[src/source/dnc_macros.svh]
/*
  Write weighting sizes
  Word format and pipeline constants shared by the design
*/
`ifndef DNC_MACROS_SVH
`define DNC_MACROS_SVH

// Q8.8 signed data word
`define DNC_DATA_SIZE 16
`define DNC_FRAC_BITS 8

// Row count width, N up to 255
`define DNC_INDEX_SIZE 8

// Acceptance to W_OUT_ENABLE
`define DNC_PIPE_DEPTH 3

`endif

[src/source/dnc_ctrl_pkg.sv]
/*
  Control types of the write weighting unit
  Job state of the decode stage
*/
package dnc_ctrl_pkg;

  //////////////////////////////
  // Job state
  //////////////////////////////

  // IDLE waits for START
  // STREAM requests and accepts elements
  // DRAIN waits for the last result to leave
  typedef enum logic [1:0] {
    IDLE,
    STREAM,
    DRAIN
  } job_state_t;

endpackage

[src/source/dnc_num_pkg.sv]
/*
  Numeric types of the write weighting datapath
  Fixed-point words, clamped gates, products and row counters
*/
`include "dnc_macros.svh"

package dnc_num_pkg;

  //////////////////////////////
  // Data words
  //////////////////////////////

  // Signed Q8.8 element or result
  typedef logic signed [`DNC_DATA_SIZE-1:0] word_t;

  // Gate after clamping, 256 is 1.0
  typedef logic [`DNC_FRAC_BITS:0] gate_t;

  // Full product before the shift
  typedef logic signed [2*`DNC_DATA_SIZE-1:0] product_t;

  //////////////////////////////
  // Counters
  //////////////////////////////

  typedef logic [`DNC_INDEX_SIZE-1:0] index_t;

endpackage

[src/source/gate_op_if.sv]
/*
  Gated element link from decode to execute
*/
interface gate_op_if;

  // One element per high valid
  logic                valid;
  // Marks element N of the job
  logic                last;

  // Operands as accepted
  dnc_num_pkg::word_t  a;
  dnc_num_pkg::word_t  c;

  // Clamped gate and its complement, held for the job
  dnc_num_pkg::gate_t  ga;
  dnc_num_pkg::gate_t  ga_comp;

  modport decode (output valid, last, a, c, ga, ga_comp);

  modport execute (input valid, last, a, c, ga, ga_comp);

endinterface

[src/source/dnc_write_weighting.sv]
/*
  DNC write weighting, w = gw*(ga*a + (1-ga)*c)
  Decode, execute and result stages behind plain ports
*/
module dnc_write_weighting (
  input  logic                CLK,
  input  logic                RST,

  // Job control
  input  logic                START,
  output logic                READY,
  input  dnc_num_pkg::index_t SIZE_N_IN,
  input  dnc_num_pkg::word_t  GA_IN,
  input  dnc_num_pkg::word_t  GW_IN,

  // Element stream
  input  dnc_num_pkg::word_t  A_IN,
  input  dnc_num_pkg::word_t  C_IN,
  input  logic                A_IN_ENABLE,
  input  logic                C_IN_ENABLE,
  output logic                A_OUT_ENABLE,
  output logic                C_OUT_ENABLE,

  // Result stream
  output dnc_num_pkg::word_t  W_OUT,
  output logic                W_OUT_ENABLE
);

  logic               request;
  dnc_num_pkg::gate_t gw;
  logic               mix_valid;
  logic               mix_last;
  dnc_num_pkg::word_t mix;

  gate_op_if u_gate_op ();

  //////////////////////////////
  // Stages
  //////////////////////////////

  // Both streams are requested together
  assign A_OUT_ENABLE = request;
  assign C_OUT_ENABLE = request;

  weighting_decode u_decode (
    .CLK         (CLK),
    .RST         (RST),
    .START       (START),
    .size_n      (SIZE_N_IN),
    .ga_raw      (GA_IN),
    .gw_raw      (GW_IN),
    .a_in        (A_IN),
    .c_in        (C_IN),
    .a_in_enable (A_IN_ENABLE),
    .c_in_enable (C_IN_ENABLE),
    .done        (READY),
    .request     (request),
    .gw          (gw),
    .op          (u_gate_op)
  );

  weighting_execute u_execute (
    .CLK       (CLK),
    .RST       (RST),
    .op        (u_gate_op),
    .mix_valid (mix_valid),
    .mix_last  (mix_last),
    .mix       (mix)
  );

  // READY doubles as done for the decode FSM
  weighting_result u_result (
    .CLK          (CLK),
    .RST          (RST),
    .mix_valid    (mix_valid),
    .mix_last     (mix_last),
    .mix          (mix),
    .gw           (gw),
    .w_out        (W_OUT),
    .w_out_enable (W_OUT_ENABLE),
    .ready        (READY)
  );

endmodule

[src/source/weighting_decode.sv]
/*
  Write weighting decode stage
  Job framing, gate clamping, element requests and acceptance
*/
`include "dnc_macros.svh"

module weighting_decode (
  input  logic                CLK,
  input  logic                RST,
  input  logic                START,
  input  dnc_num_pkg::index_t size_n,
  input  dnc_num_pkg::word_t  ga_raw,
  input  dnc_num_pkg::word_t  gw_raw,
  input  dnc_num_pkg::word_t  a_in,
  input  dnc_num_pkg::word_t  c_in,
  input  logic                a_in_enable,
  input  logic                c_in_enable,
  input  logic                done,
  output logic                request,
  output dnc_num_pkg::gate_t  gw,
  gate_op_if.decode           op
);

  // Gate value of 1.0
  localparam dnc_num_pkg::gate_t GATE_ONE = dnc_num_pkg::gate_t'(1 << `DNC_FRAC_BITS);

  // Negative to 0, above 1.0 to 1.0
  function automatic dnc_num_pkg::gate_t clamp_gate(input dnc_num_pkg::word_t raw);
    if (raw < 0)
      return '0;
    else if (raw > dnc_num_pkg::word_t'(GATE_ONE))
      return GATE_ONE;
    else
      return dnc_num_pkg::gate_t'(raw);
  endfunction

  dnc_ctrl_pkg::job_state_t state;
  dnc_num_pkg::index_t      n_latched;
  dnc_num_pkg::index_t      accepted;
  dnc_num_pkg::gate_t       ga_clamped;
  logic                     job_start;
  logic                     accept;
  logic                     at_last;

  //////////////////////////////
  // Handshake
  //////////////////////////////

  // Zero-length jobs never leave IDLE
  assign job_start  = (state == dnc_ctrl_pkg::IDLE) && START && (size_n != '0);
  assign ga_clamped = clamp_gate(ga_raw);

  // Ask for elements until N have been taken
  assign request = (state == dnc_ctrl_pkg::STREAM) && (accepted < n_latched);
  assign accept  = request && a_in_enable && c_in_enable;
  assign at_last = accepted == (n_latched - dnc_num_pkg::index_t'(1));

  //////////////////////////////
  // Job FSM
  //////////////////////////////

  always_ff @(posedge CLK or posedge RST) begin
    if (RST) begin
      state    <= dnc_ctrl_pkg::IDLE;
      accepted <= '0;
      op.valid <= 1'b0;
      op.last  <= 1'b0;
    end else begin
      // Registered acceptance, first of DNC_PIPE_DEPTH stages
      op.valid <= accept;
      op.last  <= accept && at_last;
      case (state)
        dnc_ctrl_pkg::IDLE: begin
          if (job_start) begin
            state    <= dnc_ctrl_pkg::STREAM;
            accepted <= '0;
          end
        end
        dnc_ctrl_pkg::STREAM: begin
          if (accept) begin
            accepted <= accepted + dnc_num_pkg::index_t'(1);
            // Stop requesting after element N
            if (at_last)
              state <= dnc_ctrl_pkg::DRAIN;
          end
        end
        dnc_ctrl_pkg::DRAIN: begin
          // Result stage signals the final output
          if (done)
            state <= dnc_ctrl_pkg::IDLE;
        end
        default: state <= dnc_ctrl_pkg::IDLE;
      endcase
    end
  end

  // Job parameters and operands
  always_ff @(posedge CLK) begin
    if (job_start) begin
      n_latched  <= size_n;
      op.ga      <= ga_clamped;
      op.ga_comp <= GATE_ONE - ga_clamped;
      gw         <= clamp_gate(gw_raw);
    end
    if (accept) begin
      op.a <= a_in;
      op.c <= c_in;
    end
  end

endmodule

[src/source/weighting_execute.sv]
/*
  Write weighting execute stage
  Gated mix ga*a + (1-ga)*c, one element per cycle
*/
`include "dnc_macros.svh"

module weighting_execute (
  input  logic               CLK,
  input  logic               RST,
  gate_op_if.execute         op,
  output logic               mix_valid,
  output logic               mix_last,
  output dnc_num_pkg::word_t mix
);

  dnc_num_pkg::product_t prod_a;
  dnc_num_pkg::product_t prod_c;
  dnc_num_pkg::product_t sum;

  //////////////////////////////
  // Products
  //////////////////////////////

  // Gates are zero-extended, operands sign-extended
  assign prod_a = dnc_num_pkg::product_t'(op.a) * dnc_num_pkg::product_t'(op.ga);
  assign prod_c = dnc_num_pkg::product_t'(op.c) * dnc_num_pkg::product_t'(op.ga_comp);

  // Each term truncated on its own
  // Gates sum to 1.0, so the floored sum stays in word range
  assign sum = (prod_a >>> `DNC_FRAC_BITS) + (prod_c >>> `DNC_FRAC_BITS);

  //////////////////////////////
  // Stage register
  //////////////////////////////

  always_ff @(posedge CLK or posedge RST) begin
    if (RST) begin
      mix_valid <= 1'b0;
      mix_last  <= 1'b0;
    end else begin
      mix_valid <= op.valid;
      mix_last  <= op.valid && op.last;
    end
  end

  // Mix only moves with a valid element
  always_ff @(posedge CLK) begin
    if (op.valid)
      mix <= dnc_num_pkg::word_t'(sum);
  end

endmodule

[src/source/weighting_result.sv]
/*
  Write weighting result stage
  Write-gate scaling, saturation and job completion
*/
`include "dnc_macros.svh"

module weighting_result (
  input  logic               CLK,
  input  logic               RST,
  input  logic               mix_valid,
  input  logic               mix_last,
  input  dnc_num_pkg::word_t mix,
  input  dnc_num_pkg::gate_t gw,
  output dnc_num_pkg::word_t w_out,
  output logic               w_out_enable,
  output logic               ready
);

  // Word limits in product width
  localparam dnc_num_pkg::product_t SAT_MAX =
    (dnc_num_pkg::product_t'(1) <<< (`DNC_DATA_SIZE - 1)) - 1;
  localparam dnc_num_pkg::product_t SAT_MIN = -SAT_MAX - 1;

  dnc_num_pkg::product_t scaled;
  dnc_num_pkg::word_t    sat;

  //////////////////////////////
  // Scaling
  //////////////////////////////

  // gw * mix back in Q8.8
  assign scaled = (dnc_num_pkg::product_t'(mix) * dnc_num_pkg::product_t'(gw))
                  >>> `DNC_FRAC_BITS;

  // Clip to the signed word range
  always_comb begin
    if (scaled > SAT_MAX)
      sat = dnc_num_pkg::word_t'(SAT_MAX);
    else if (scaled < SAT_MIN)
      sat = dnc_num_pkg::word_t'(SAT_MIN);
    else
      sat = dnc_num_pkg::word_t'(scaled);
  end

  //////////////////////////////
  // Output registers
  //////////////////////////////

  // Last stage of DNC_PIPE_DEPTH
  always_ff @(posedge CLK or posedge RST) begin
    if (RST) begin
      w_out        <= '0;
      w_out_enable <= 1'b0;
      ready        <= 1'b0;
    end else begin
      w_out_enable <= mix_valid;
      // Pulse with the output of element N
      ready        <= mix_valid && mix_last;
      if (mix_valid)
        w_out <= sat;
    end
  end

endmodule

[config.mk]
export PLATFORM = sky130hd
export DESIGN_NAME = dnc_write_weighting
export DESIGN_NICKNAME = d
export VERILOG_FILES = /design/src/source/dnc_ctrl_pkg.sv /design/src/source/dnc_num_pkg.sv /design/src/source/gate_op_if.sv /design/src/source/dnc_write_weighting.sv /design/src/source/weighting_decode.sv /design/src/source/weighting_execute.sv /design/src/source/weighting_result.sv
export VERILOG_INCLUDE_DIRS = /design/src /design/src/source
export SDC_FILE = /design/constraint.sdc
export NUM_CORES = 1
export LEC_CHECK = 0
export ABC_AREA = 1
export BUFFER_PORTS_ARGS = -buffer_cell sky130_fd_sc_hd__buf_4
export CAP_MARGIN = 20
export CELL_PAD_IN_SITES_DETAIL_PLACEMENT = 2
export CELL_PAD_IN_SITES_GLOBAL_PLACEMENT = 2
export CORE_MARGIN = 4
export CORE_UTILIZATION = 35
export DETAILED_ROUTE_END_ITERATION = 7
export PLACE_DENSITY = 0.79
export SLEW_MARGIN = 20
export SYNTH_ARGS = -nofsm -noshare
export SYNTH_HDL_FRONTEND = slang
export SYNTH_SLANG_ARGS = --single-unit
[constraint.sdc]
create_clock -name CLK -period 6.85 [get_ports CLK]
set_clock_uncertainty 0.2 [all_clocks]
set_input_delay 1.0275 -clock CLK [delete_from_list [all_inputs] [get_ports CLK]]
set_output_delay 1.0275 -clock CLK [all_outputs]
set_load 0.02 [all_outputs]
# Yosys cells after proc, flatten, opt, wreduce, memory -nomap -nowiden
# Cells that the tools add are included.
# W data, S select, Z words.
[op_classes] addsub=4 eq_ne=7 n_lt_le_gt_ge=7 mux=13 reduce_logical=14 mul=3
[ops] cell="$mul A16 B10 Y24" n=2
[ops] cell="$gt A16 B10 Y1 const B" n=2
[ops] cell="$lt A16 B1 Y1 const B" n=2
[ops] cell="$mux W16" n=2
[ops] cell="$mux W9" n=3
[ops] cell="$mul A16 B10 Y26" n=1
[ops] cell="$gt A18 B16 Y1 const B" n=1
[ops] cell="$lt A18 B16 Y1 const B" n=1
[ops] cell="$add A16 B16 Y16" n=1
[ops] cell="$mux W8" n=2
[ops] cell="$pmux W8 S2" n=1
[ops] cell="$sub A9 B9 Y9 const A" n=1
[ops] cell="$add A8 B1 Y8 const B" n=1
[ops] cell="$eq A8 B8 Y1" n=1
[ops] cell="$logic_and A1 B1 Y1" n=8
[ops] cell="$lt A8 B8 Y1" n=1
[ops] cell="$mux W2" n=4
[ops] cell="$ne A2 B1 Y1 const B" n=4
[ops] cell="$reduce_bool A8 Y1" n=1
[ops] cell="$sub A8 B1 Y8 const B" n=1
[ops] cell="$pmux W2 S3" n=1
[ops] cell="$reduce_and A4 Y1" n=1
[ops] cell="$reduce_and A3 Y1" n=1
[ops] cell="$eq A2 B1 Y1 const B" n=1
[ops] cell="other kinds (4)" n=4
[word_totals] ff_bits=115 out_inout_bits=20 wordCells=65

# Depth between registers and ports, before layout
# Gate-level depths: netlist of run 1.
[logic_depth] ltp_word=6 mapped_depth=32 mapped_depth_nobuf=30

# By module
# Synthesis of run 1 repeated with hierarchy kept, for this count alone.
[hier_totals] hier_cells=3022 area_unflattened_um2=22718.0
[by_module_without_submodules] module="weighting_execute" n_inst=1 seq_area_each_um2=530.5 cells_per_inst=1691 area_each_um2=12125.4
[by_module_without_submodules] module="weighting_result" n_inst=1 seq_area_each_um2=450.4 cells_per_inst=961 area_each_um2=6819.0
[by_module_without_submodules] module="weighting_decode" n_inst=1 seq_area_each_um2=2282.2 cells_per_inst=369 area_each_um2=3766.1
[by_module_without_submodules] module="dnc_write_weighting" n_inst=1 seq_area_each_um2=0.0 cells_per_inst=1 area_each_um2=7.5

# Least setup slack after synthesis of run 1
# No wires, ideal clock.
[synth_path] path_kind="register to register" startpoint="register u_decode.op.ga_comp[4]" endpoint="register u_execute.mix[10] (data pin)" t_arrival_ps=5974 path_slack_ps=414 setup_ps=262 stages_incl_launch_ff=27 period_less_slack_ps=6436 cell_sequence="edfxtp_1 > clkbuf_1 > clkbuf_1 > nand2_1 > fa_1 > fa_1 > inv_1 > fa_1 > fa_1 > inv_1 > fa_1 > inv_1 > ha_1 > nand2_1 > nor2_1 > inv_1 > nor3_1 > a21oi_1 > o21ai_0 > xor2_1 > ha_1 > a21oi_1 > a21boi_0 > o21ai_0 > a21oi_1 > o21bai_1 > xor2_1"
[synth_via] elab_chain_len=2
[synth_rtl] item="from (decl)" line="gate_op_if.sv:19" source="modport decode (output valid, last, a, c, ga, ga_comp);"
[synth_rtl] item="from (signal assigned)" line="weighting_decode.sv:102" source="op.ga_comp <= GATE_ONE - ga_clamped;"
[synth_rtl] item="$mul A16 B10 Y24" line="weighting_execute.sv:26" source="assign prod_c = dnc_num_pkg::product_t'(op.c) * dnc_num_pkg::product_t'(op.ga_comp);"
[synth_rtl] item="$add A16 B16 Y16" line="weighting_execute.sv:30" source="assign sum = (prod_a >>> `DNC_FRAC_BITS) + (prod_c >>> `DNC_FRAC_BITS);"
[synth_rtl] item="net u_execute.sum[10]" line="weighting_execute.sv:18" source="dnc_num_pkg::product_t sum;"
[synth_rtl] item="to (signal assigned)" line="weighting_execute.sv:49" source="mix <= dnc_num_pkg::word_t'(sum);"
[synth_rtl] item="to (decl)" line="weighting_execute.sv:13" source="output dnc_num_pkg::word_t mix"
# The timed path passes the listed nets, and every way through them passes these cells.
# A chain may end at the register's enable or synchronous reset.

# Worst setup path in the final report of run 1
[layout_path] startpoint="register u_decode.op.ga_comp[2]" endpoint="register u_execute.mix[13] (data pin)"
# Same word-level chain as after synthesis.

==> results.cfg, run 1 <==
[status]
outcome = finished clean

[cts]
clk_pin_slew_ns = 0.07
cts_made_buffers = 17
cts_hold_buffers = 0
clock_insertion_delay_worst_skew_ns = 0.49
cts.sinks = 114
cts_max_level = 4
tritoncts = built
max-clock-path-buffers = 2
clockRootBuffer = clkbuf_16

[die]
io_pins = 97
num_rows = 91
core-area_mm2 = 0.0619
die_h_um = 259
chipWidth_um = 259
dieArea_mm2 = 0.0670
start_util_pct = 35.5

[place]
io_buffers = 96
place_hpwl_um = 58800
gp_congestion = 0.821
postPlaceCellArea_mm2 = 0.0236

[critical_path]
setup.worst_path.end_class = register
reg2reg_setup_slack_ns = 0.01
start_kind = register
worst-setup-path-type = reg2reg
critPathBufInv = 7
worstPathArrival_ns = 6.86
slowest_delay_ns = 0.53
crit_fanout = 4
r2r_end = u_execute.mix[13]
reg2reg_from = u_decode.op.ga_comp[2]
reg2reg_depth = 28
critPathRequiredTime_ns = 6.87
path_delay_family = adder cells
cpMaxStageDelayCell = fa_1

[layout]
multi_input_area_mm2 = 0.0155
diodes = 0
fillers = 7208
drive_above_1_share_pct = 11.6
ff_latch_area_mm2 = 0.00326
areaGrowthSynthToFinish_pct = 13.3
final_nets = 3597
postLayoutCellArea_mm2 = 0.0249

[global_routing]
grtUsageTotal_pct = 22.1
grt_max_degree = 36
antenna_found_initial = 0
grt_pass1_vias = 22500
grt_first_pass_wirelength_um = 118000
grt_overflow = 0

[min_path]
holdCritStartpoint = u_decode.op.last
hold_class = reg2reg
min_to = u_execute.mix_last
hold-path-cell-count = 2

[sta]
setup_viol = 0
tightest_slew_ns = 0.935
fin_crit_sh_pct = 99.8
max_freq_ghz = 0.146
relSlewSlack_pct = 37.7
rsz0062_at_grt = yes
drv_slew = 0
hold_viol = 0
final.min_clock_period_ns = 6.84

[routing]
vias_per_cell = 4.85
ant_nets = 0
wl_um = 75400
drt_iter0_drc = 652
wl_per_cell_um = 19.7
vias = 18600
dr.pass1.iters = 4
route.detailed.drc = 0

[yosys]
synth_area_mm2 = 0.0220
ys_types = 47
syn_inst = 2869
syn_nets = 3477
syn_avg_cell_area_um2 = 7.67
yosysWarnings = 0
ys_ff_latch = 114
synth_seq_area_share_pct = 14.8

[flow_run]
max_cap_violations = 0
==> cell usage after synthesis (all sizes together) <==
cell type    n  share of area [%]
a211oi       2              0.068
a21bo        1              0.045
a21boi       1              0.034
a21o         4               0.14
a21oi      109                2.6
a221oi       1              0.040
a31oi        6               0.17
and2         2              0.063
buf         17               0.54
clkbuf      88                1.5
clkinv       2              0.034
dfrtp       32                3.6
edfxtp      82                 11
fa         350                 32
ha         181                 10
inv        805                 14
nand2      796                 14
nand3       72                1.7
nand3b       3               0.10
nand4       20               0.57
nor2       132                2.3
nor3         9               0.25
nor4        10               0.28
o2111ai      1              0.040
o211a        1              0.045
o211ai       4               0.14
o21a         2              0.068
o21ai       47                1.1
o21bai       5               0.17
o221ai       1              0.040
or2          1              0.028
xnor2       26                1.0
xor2        56                2.2
==> timing repair <==
action / in CTS / in global routing
setup endpoints to repair: 8 / 10
setup buffers: 37 / 38
pin swaps: 1 / 9
gates cloned: 0 / 0
resized for setup: 4 / 54
==> cell type report <==
class | count | area share [%]
Tap cell | 837 | 4.20
Multi-Input combinational cell | 1843 | 62.0
Clock buffer | 17 | 1.71
Timing Repair Buffer | 206 | 6.40
Sequential cell | 114 | 13.1
Clock inverter | 15 | 0.421
Inverter | 807 | 12.2
==> how the worst max path moves through the flow <==
stage / from / endpoint / slack, ns / cells after the start
floorplan: u_decode.op.ga_comp[4] / u_execute.mix[10] / 0.41 / 26
global placement: u_decode.op.ga_comp[4] / u_execute.mix[10] / 0.03 / 24
detailed placement: u_decode.op.ga_comp[1] / u_execute.mix[10] / -0.35 / 24
CTS: u_decode.op.ga_comp[4] / u_execute.mix[10] / 0.03 / 26
global route: u_decode.op.ga_comp[2] / u_execute.mix[13] / -0.24 / 29
finish: u_decode.op.ga_comp[2] / u_execute.mix[13] / 0.01 / 28
==> kinds of logic after synthesis <==
logic type / count (synthesis) / share of synthesized area [%]
and+or+nand+nor: 1045 / 19.3
buffers and inverters: 912 / 15.8
adders and majority gates: 531 / 42.1
AOI/OAI and AO/OA: 185 / 4.71
DFF: 114 / 14.8
xor gates and xnor gates: 82 / 3.26
==> registers in the layout (all words and copies together) (netlist names), 8 cells and up <==
register / cells
u_decode.accepted: 8
u_decode.n_latched: 8
u_decode.gw: 9
u_decode.op.ga_comp: 9
u_execute.mix: 16
u_result.w_out: 16
u_decode.op.c: 16
u_decode.op.a: 16
u_decode.op.ga: 8
==> layout by cell type (no fill, tap or decap), types with 17 or more instances in the layout <==
cell	count
o21ai_0	40
inv_1	800
fa_1	350
dfrtp_1	32
nand2_1	758
xor2_1	55
xnor2_1	26
a21oi_2	21
nand4_1	20
edfxtp_1	82
clkbuf_16	17
ha_1	170
a21oi_1	88
nand2_2	37
buf_4	202
nand3_1	68
nor2_1	119
==> metal layers <==
metal	up-vias	track usage, %	routed length (um)
met4	0	6.19	1930
met3	109	2.18	1720
met5	-	0	0
met1	9636	24.9	29800
li1	8594	-	-
met2	262	44.0	42000
==> worst min-delay path, stage by stage (launching register included) <==
cell	delay, ns
dfrtp_1	0.32
nand2_1	0.04
inv_1	0.04
==> per-stage QoR <==
stage                     std cells  setup slack [ns]  hold slack [ns]  util, %  TNS, ns
after floorplan                2869             0.414            0.149        -        0
after global placement         3732            0.0272            0.220     38.1        0
after detailed placement       3732            -0.348            0.235     38.1    -1.25
after CTS                      3801            0.0333            0.251     39.4        0
after global routing           3839            -0.241            0.268     40.3    -1.14
final                          3839            0.0112            0.239     40.3        0
Power of run 1 is left out: the tool's default activity adds up to more than one toggle a clock period on the data nets, which glitch-free logic cannot reach.
==> run 2, diff against run 1 <==
--- a/config.mk
+++ b/config.mk
@@ -9,12 +9,12 @@
 export ABC_AREA = 1
 export BUFFER_PORTS_ARGS = -buffer_cell sky130_fd_sc_hd__buf_4
 export CAP_MARGIN = 20
-export CELL_PAD_IN_SITES_DETAIL_PLACEMENT = 2
-export CELL_PAD_IN_SITES_GLOBAL_PLACEMENT = 2
+export CELL_PAD_IN_SITES_DETAIL_PLACEMENT = 1
+export CELL_PAD_IN_SITES_GLOBAL_PLACEMENT = 1
 export CORE_MARGIN = 4
-export CORE_UTILIZATION = 35
+export CORE_UTILIZATION = 44
 export DETAILED_ROUTE_END_ITERATION = 7
-export PLACE_DENSITY = 0.79
+export PLACE_DENSITY = 0.8
 export SLEW_MARGIN = 20
 export SYNTH_ARGS = -nofsm -noshare
 export SYNTH_HDL_FRONTEND = slang
==> results.cfg, run 2 (synthesized netlist as in run 1, its figures left out) <==
[die]
dieArea_mm2 = 0.0537
start_util_pct = 44.8
io_pins = 97
chipWidth_um = 232
num_rows = 81
core-area_mm2 = 0.0492
die_h_um = 232

[sta]
final.min_clock_period_ns = 6.56
drv_slew = 0
finalSetupTns_ns = 0
hold_slack_ns = 0.238
relSlewSlack_pct = 35.3
fin_crit_sh_pct = 95.7
max_freq_ghz = 0.152
tightest_slew_ns = 0.971
setup_viol = 0
hold_viol = 0

[layout]
final_core_util_pct = 49.8
final_nets = 3575
finalNonFillerCells = 3644
diodes = 0
drive_above_1_share_pct = 9.50
final_common_cell = inv_1
final_cell_mix = inv_1 (800), nand2_1 (764), fa_1 (349)
fillers = 6159
areaGrowthSynthToFinish_pct = 11.2

[global_routing]
antenna_found_initial = 0
grtUsageTotal_pct = 23.9
grt_overflow = 0
grt_first_pass_wirelength_um = 102000
grt_util_met2_pct = 45.2
grtUsageMet3_pct = 3.28
gr-usage-met1_pct = 27.7
grt_max_degree = 36
grt_pass1_vias = 20800
grt_busiest_layer = met2

[critical_path]
crit_fanout = 6
worst-setup-path-type = reg2reg
start_kind = register
setup.worst_path.end_class = register
critPathRequiredTime_ns = 6.87
worstPathArrival_ns = 6.58

[cts]
cts_hold_buffers = 0
cts_max_level = 4
cts_made_buffers = 17
tritoncts = built
clk_pin_slew_ns = 0.06
cts.sinks = 114
max-clock-path-buffers = 2
clock_insertion_delay_worst_skew_ns = 0.48
clockRootBuffer = clkbuf_16

[routing]
route.detailed.drc = 0
wl_um = 62100
ant_nets = 0
vias = 18100
wl_per_cell_um = 17.0
vias_per_cell = 4.98
dr.pass1.iters = 6
drt_iter0_drc = 729

[place]
dp.cells = 3558
io_buffers = 96
place_hpwl_um = 51200
gp_congestion = 0.856

[flow_run]
max_cap_violations = 0

[min_path]
hold_class = reg2reg

[status]
outcome = finished clean
run 2: changes by cell type in the layout (fill, tap and decap cells not counted), moves of 4 or more:
cell and change:
a21oi_1 +10, nand2_2 -6, nor2_2 -6, buf_4 -23
a21oi_2 -10, ha_1 +11, nand2_1 +6, nor2_1 +7
ha_2 -10, clkinv_2 -4, clkbuf_16 +4
run 2: cell type report:
| type | count | area, um2 | share of cell area (%) |
|---|---|---|---|
| Clock buffer | 24 | 557 | 2.27 |
| Clock inverter | 8 | 56.3 | 0.230 |
| Inverter | 807 | 3030 | 12.4 |
| Multi-Input combinational cell | 1843 | 15300 | 62.6 |
| Sequential cell | 114 | 3260 | 13.3 |
| Tap cell | 664 | 831 | 3.39 |
| Timing Repair Buffer | 184 | 1430 | 5.84 |
run 2: repair_timing:
item                                    4_1_cts  5_1_grt
endpoints found under the setup margin        4       10
cloned                                        0        0
gates resized for setup                       0       13
setup buffers                                 8       46
pin swaps                                     0        0
run 2: metal layers:
metal,vias up,share of wire [%]
li1,8555,-
met1,9120,40
met2,334,53
met3,131,3.1
met4,0,3.2
met5,-,0
run 2: stage by stage:
step / cell area (um2) / setup WS (ns)
2_1_floorplan: 22000 / 0.414
5_1_grt: 24500 / -0.0574
3_3_place_gp: 23400 / 0.138
6_report: 24500 / 0.293
4_1_cts: 24000 / 0.000569
3_5_place_dp: 23400 / -0.0665
run 2: final timing paths:
| kind | startpoint | slack (ns) | endpoint | depth (start not counted) |
|---|---|---|---|---|
| max | u_decode.op.ga_comp[4] | 0.29 | u_execute.mix[13] | 26 |
| min | u_decode.op.last | 0.24 | u_execute.mix_last | 2 |
| max reg2reg | u_decode.op.ga_comp[4] | 0.29 | u_execute.mix[13] | 26 |
| min reg2reg | u_decode.op.last | 0.24 | u_execute.mix_last | 2 |
| max in group asynchronous | RST | 5.71 | u_result.w_out[13] | 3 |
| min in group asynchronous | RST | 0.44 | u_decode.accepted[2] | 3 |
run 2: worst max-delay path, stage by stage, from the launching register on:
cell,delay (ns)
edfxtp_1,0.52
clkbuf_2,0.22
nand2_1,0.08
inv_1,0.06
fa_1,0.51
fa_1,0.61
fa_1,0.45
fa_1,0.51
inv_1,0.07
fa_1,0.47
inv_1,0.04
ha_1,0.33
a21oi_1,0.22
o21a_1,0.16
nand2_1,0.07
a31oi_1,0.25
o21ai_0,0.15
xor2_1,0.17
ha_1,0.35
nand2_1,0.08
inv_1,0.06
nand3_1,0.10
nand3b_1,0.19
o211ai_1,0.17
nand2_1,0.10
nand2_1,0.09
xor2_1,0.06
Power of run 2 is left out for the same reason.
==> run 3, diff against run 2 <==
==> constraint.sdc (replaced) <==
create_clock -name CLK -period 5.8 [get_ports CLK]
set_clock_uncertainty 0.2 [all_clocks]
set_input_delay 0.87 -clock CLK [delete_from_list [all_inputs] [get_ports CLK]]
set_output_delay 0.87 -clock CLK [all_outputs]
set_load 0.02 [all_outputs]
==> results.cfg, run 3 (synthesized netlist as in run 1, its figures left out) <==
[status]
outcome = complete, but fails checks
violations = setup timing

[sta]
relSlewSlack_pct = 28.2
hold_slack_ns = 0.237
tightest_slew_ns = 1.08
final.min_clock_period_ns = 6.97
drv_slew = 0
setup_viol = 15
max_freq_ghz = 0.144
fin_crit_sh_pct = 120
worst_slack_ns = -1.17
hold_viol = 0
rsz0062_at_grt = yes

[layout]
final_cell_mix = inv_1 (778), nand2_1 (705), buf_4 (433)
areaGrowthSynthToFinish_pct = 27.2
final_nets = 3857
fillers = 5977
drive_above_1_share_pct = 24.3
finalNonFillerCells = 3926
diodes = 0
final_common_cell = inv_1

[critical_path]
worstPathArrival_ns = 7.01
start_kind = register
crit_fanout = 5
setup.worst_path.end_class = register
reg2reg_setup_slack_ns = -1.17
critPathRequiredTime_ns = 5.85
worst-setup-path-type = reg2reg

[cts]
cts_made_buffers = 17
cts_max_level = 4
tritoncts = built
cts.sinks = 114
max-clock-path-buffers = 2
clockRootBuffer = clkbuf_16
clock_insertion_delay_worst_skew_ns = 0.52
clk_pin_slew_ns = 0.08

[die]
num_rows = 81
die_h_um = 232
chipWidth_um = 232
start_util_pct = 44.8
dieArea_mm2 = 0.0537
io_pins = 97
core-area_mm2 = 0.0492

[routing]
ant_nets = 0
route.detailed.drc = 0
vias_per_cell = 5.34
wl_um = 85300
vias = 21000
wl_per_cell_um = 21.7
dr.pass1.iters = 5
drt_iter0_drc = 1301

[global_routing]
grtUsageTotal_pct = 27.4
antenna_found_initial = 0
grt_overflow = 0
grt_pass1_vias = 23300
grt_first_pass_wirelength_um = 117000
grt_max_degree = 36

[flow_run]
max_cap_violations = 0

[place]
gp_congestion = 0.914
place_hpwl_um = 55100
io_buffers = 96
pre_cts_slack_ns = -0.661
dp.cells = 3800

[min_path]
hold_class = reg2reg
run 3: stage by stage:
step	util (%)	TNS (ns)	cell area (um2)
5_1_grt	56.9	-13.88	28000
3_3_place_gp	51.6	-3.13	25400
4_1_cts	54.7	-3.93	26900
6_report	56.9	-10.65	28000
2_1_floorplan	-	-0.0513	22200
3_5_place_dp	51.6	-6.36	25400
run 3: layer usage:
layer  global-route usage [%]  wire [um]  vias up  share of wire [%]
li1                         -          -     9108                  -
met1                     29.0      29400    10500                 35
met2                     53.1      45100      956                 53
met3                     4.34       4710      408                5.5
met4                     12.0       6080        0                7.1
met5                        0          0        -                  0
run 3: final timing paths:
path | from | end | depth (start not counted)
max | u_decode.op.a[4] | u_execute.mix[15] | 27
max reg2reg | u_decode.op.a[4] | u_execute.mix[15] | 27
max in group asynchronous | RST | u_execute.mix_valid | 3
min | u_execute.mix_last | u_result.ready | 2
min reg2reg | u_execute.mix_last | u_result.ready | 2
min in group asynchronous | RST | u_result.ready | 3
run 3: cell type report:
class,count,area (um2),share of cell area (%)
multi-input cells,1843,16600,59.3
repair buffers,466,3700,13.2
flip-flops and latches,114,3260,11.7
inverters,807,3030,10.8
well taps,664,831,2.97
clock buffers,18,429,1.53
clock inverters,14,131,0.469
run 3: repair_timing:
| item | in CTS | in global routing |
|---|---|---|
| gates cloned | 1 | 1 |
| pin swaps | 64 | 77 |
| endpoints found under the setup margin | 28 | 30 |
| gates resized for setup | 134 | 172 |
| hold buffers | 0 | 0 |
| endpoints found under the hold margin | 0 | 0 |
| buffers inserted | 48 | 49 |
run 3: critical path, stage by stage (launching register included):
cell	delay (ns)
edfxtp_1	0.48
buf_4	0.21
nand2_2	0.06
fa_1	0.47
fa_1	0.60
inv_1	0.08
fa_2	0.48
fa_1	0.53
inv_1	0.07
fa_1	0.53
inv_1	0.10
ha_4	0.32
nand2_2	0.14
nor4_2	0.28
nand2_1	0.13
nand2_2	0.15
nand2_1	0.10
nand2_1	0.10
xor2_1	0.17
ha_1	0.31
a21oi_2	0.23
o21ai_0	0.15
inv_1	0.13
o221ai_2	0.14
a21oi_2	0.20
inv_1	0.09
nand2_1	0.10
nand2_1	0.12
Power of run 3 is left out for the same reason.
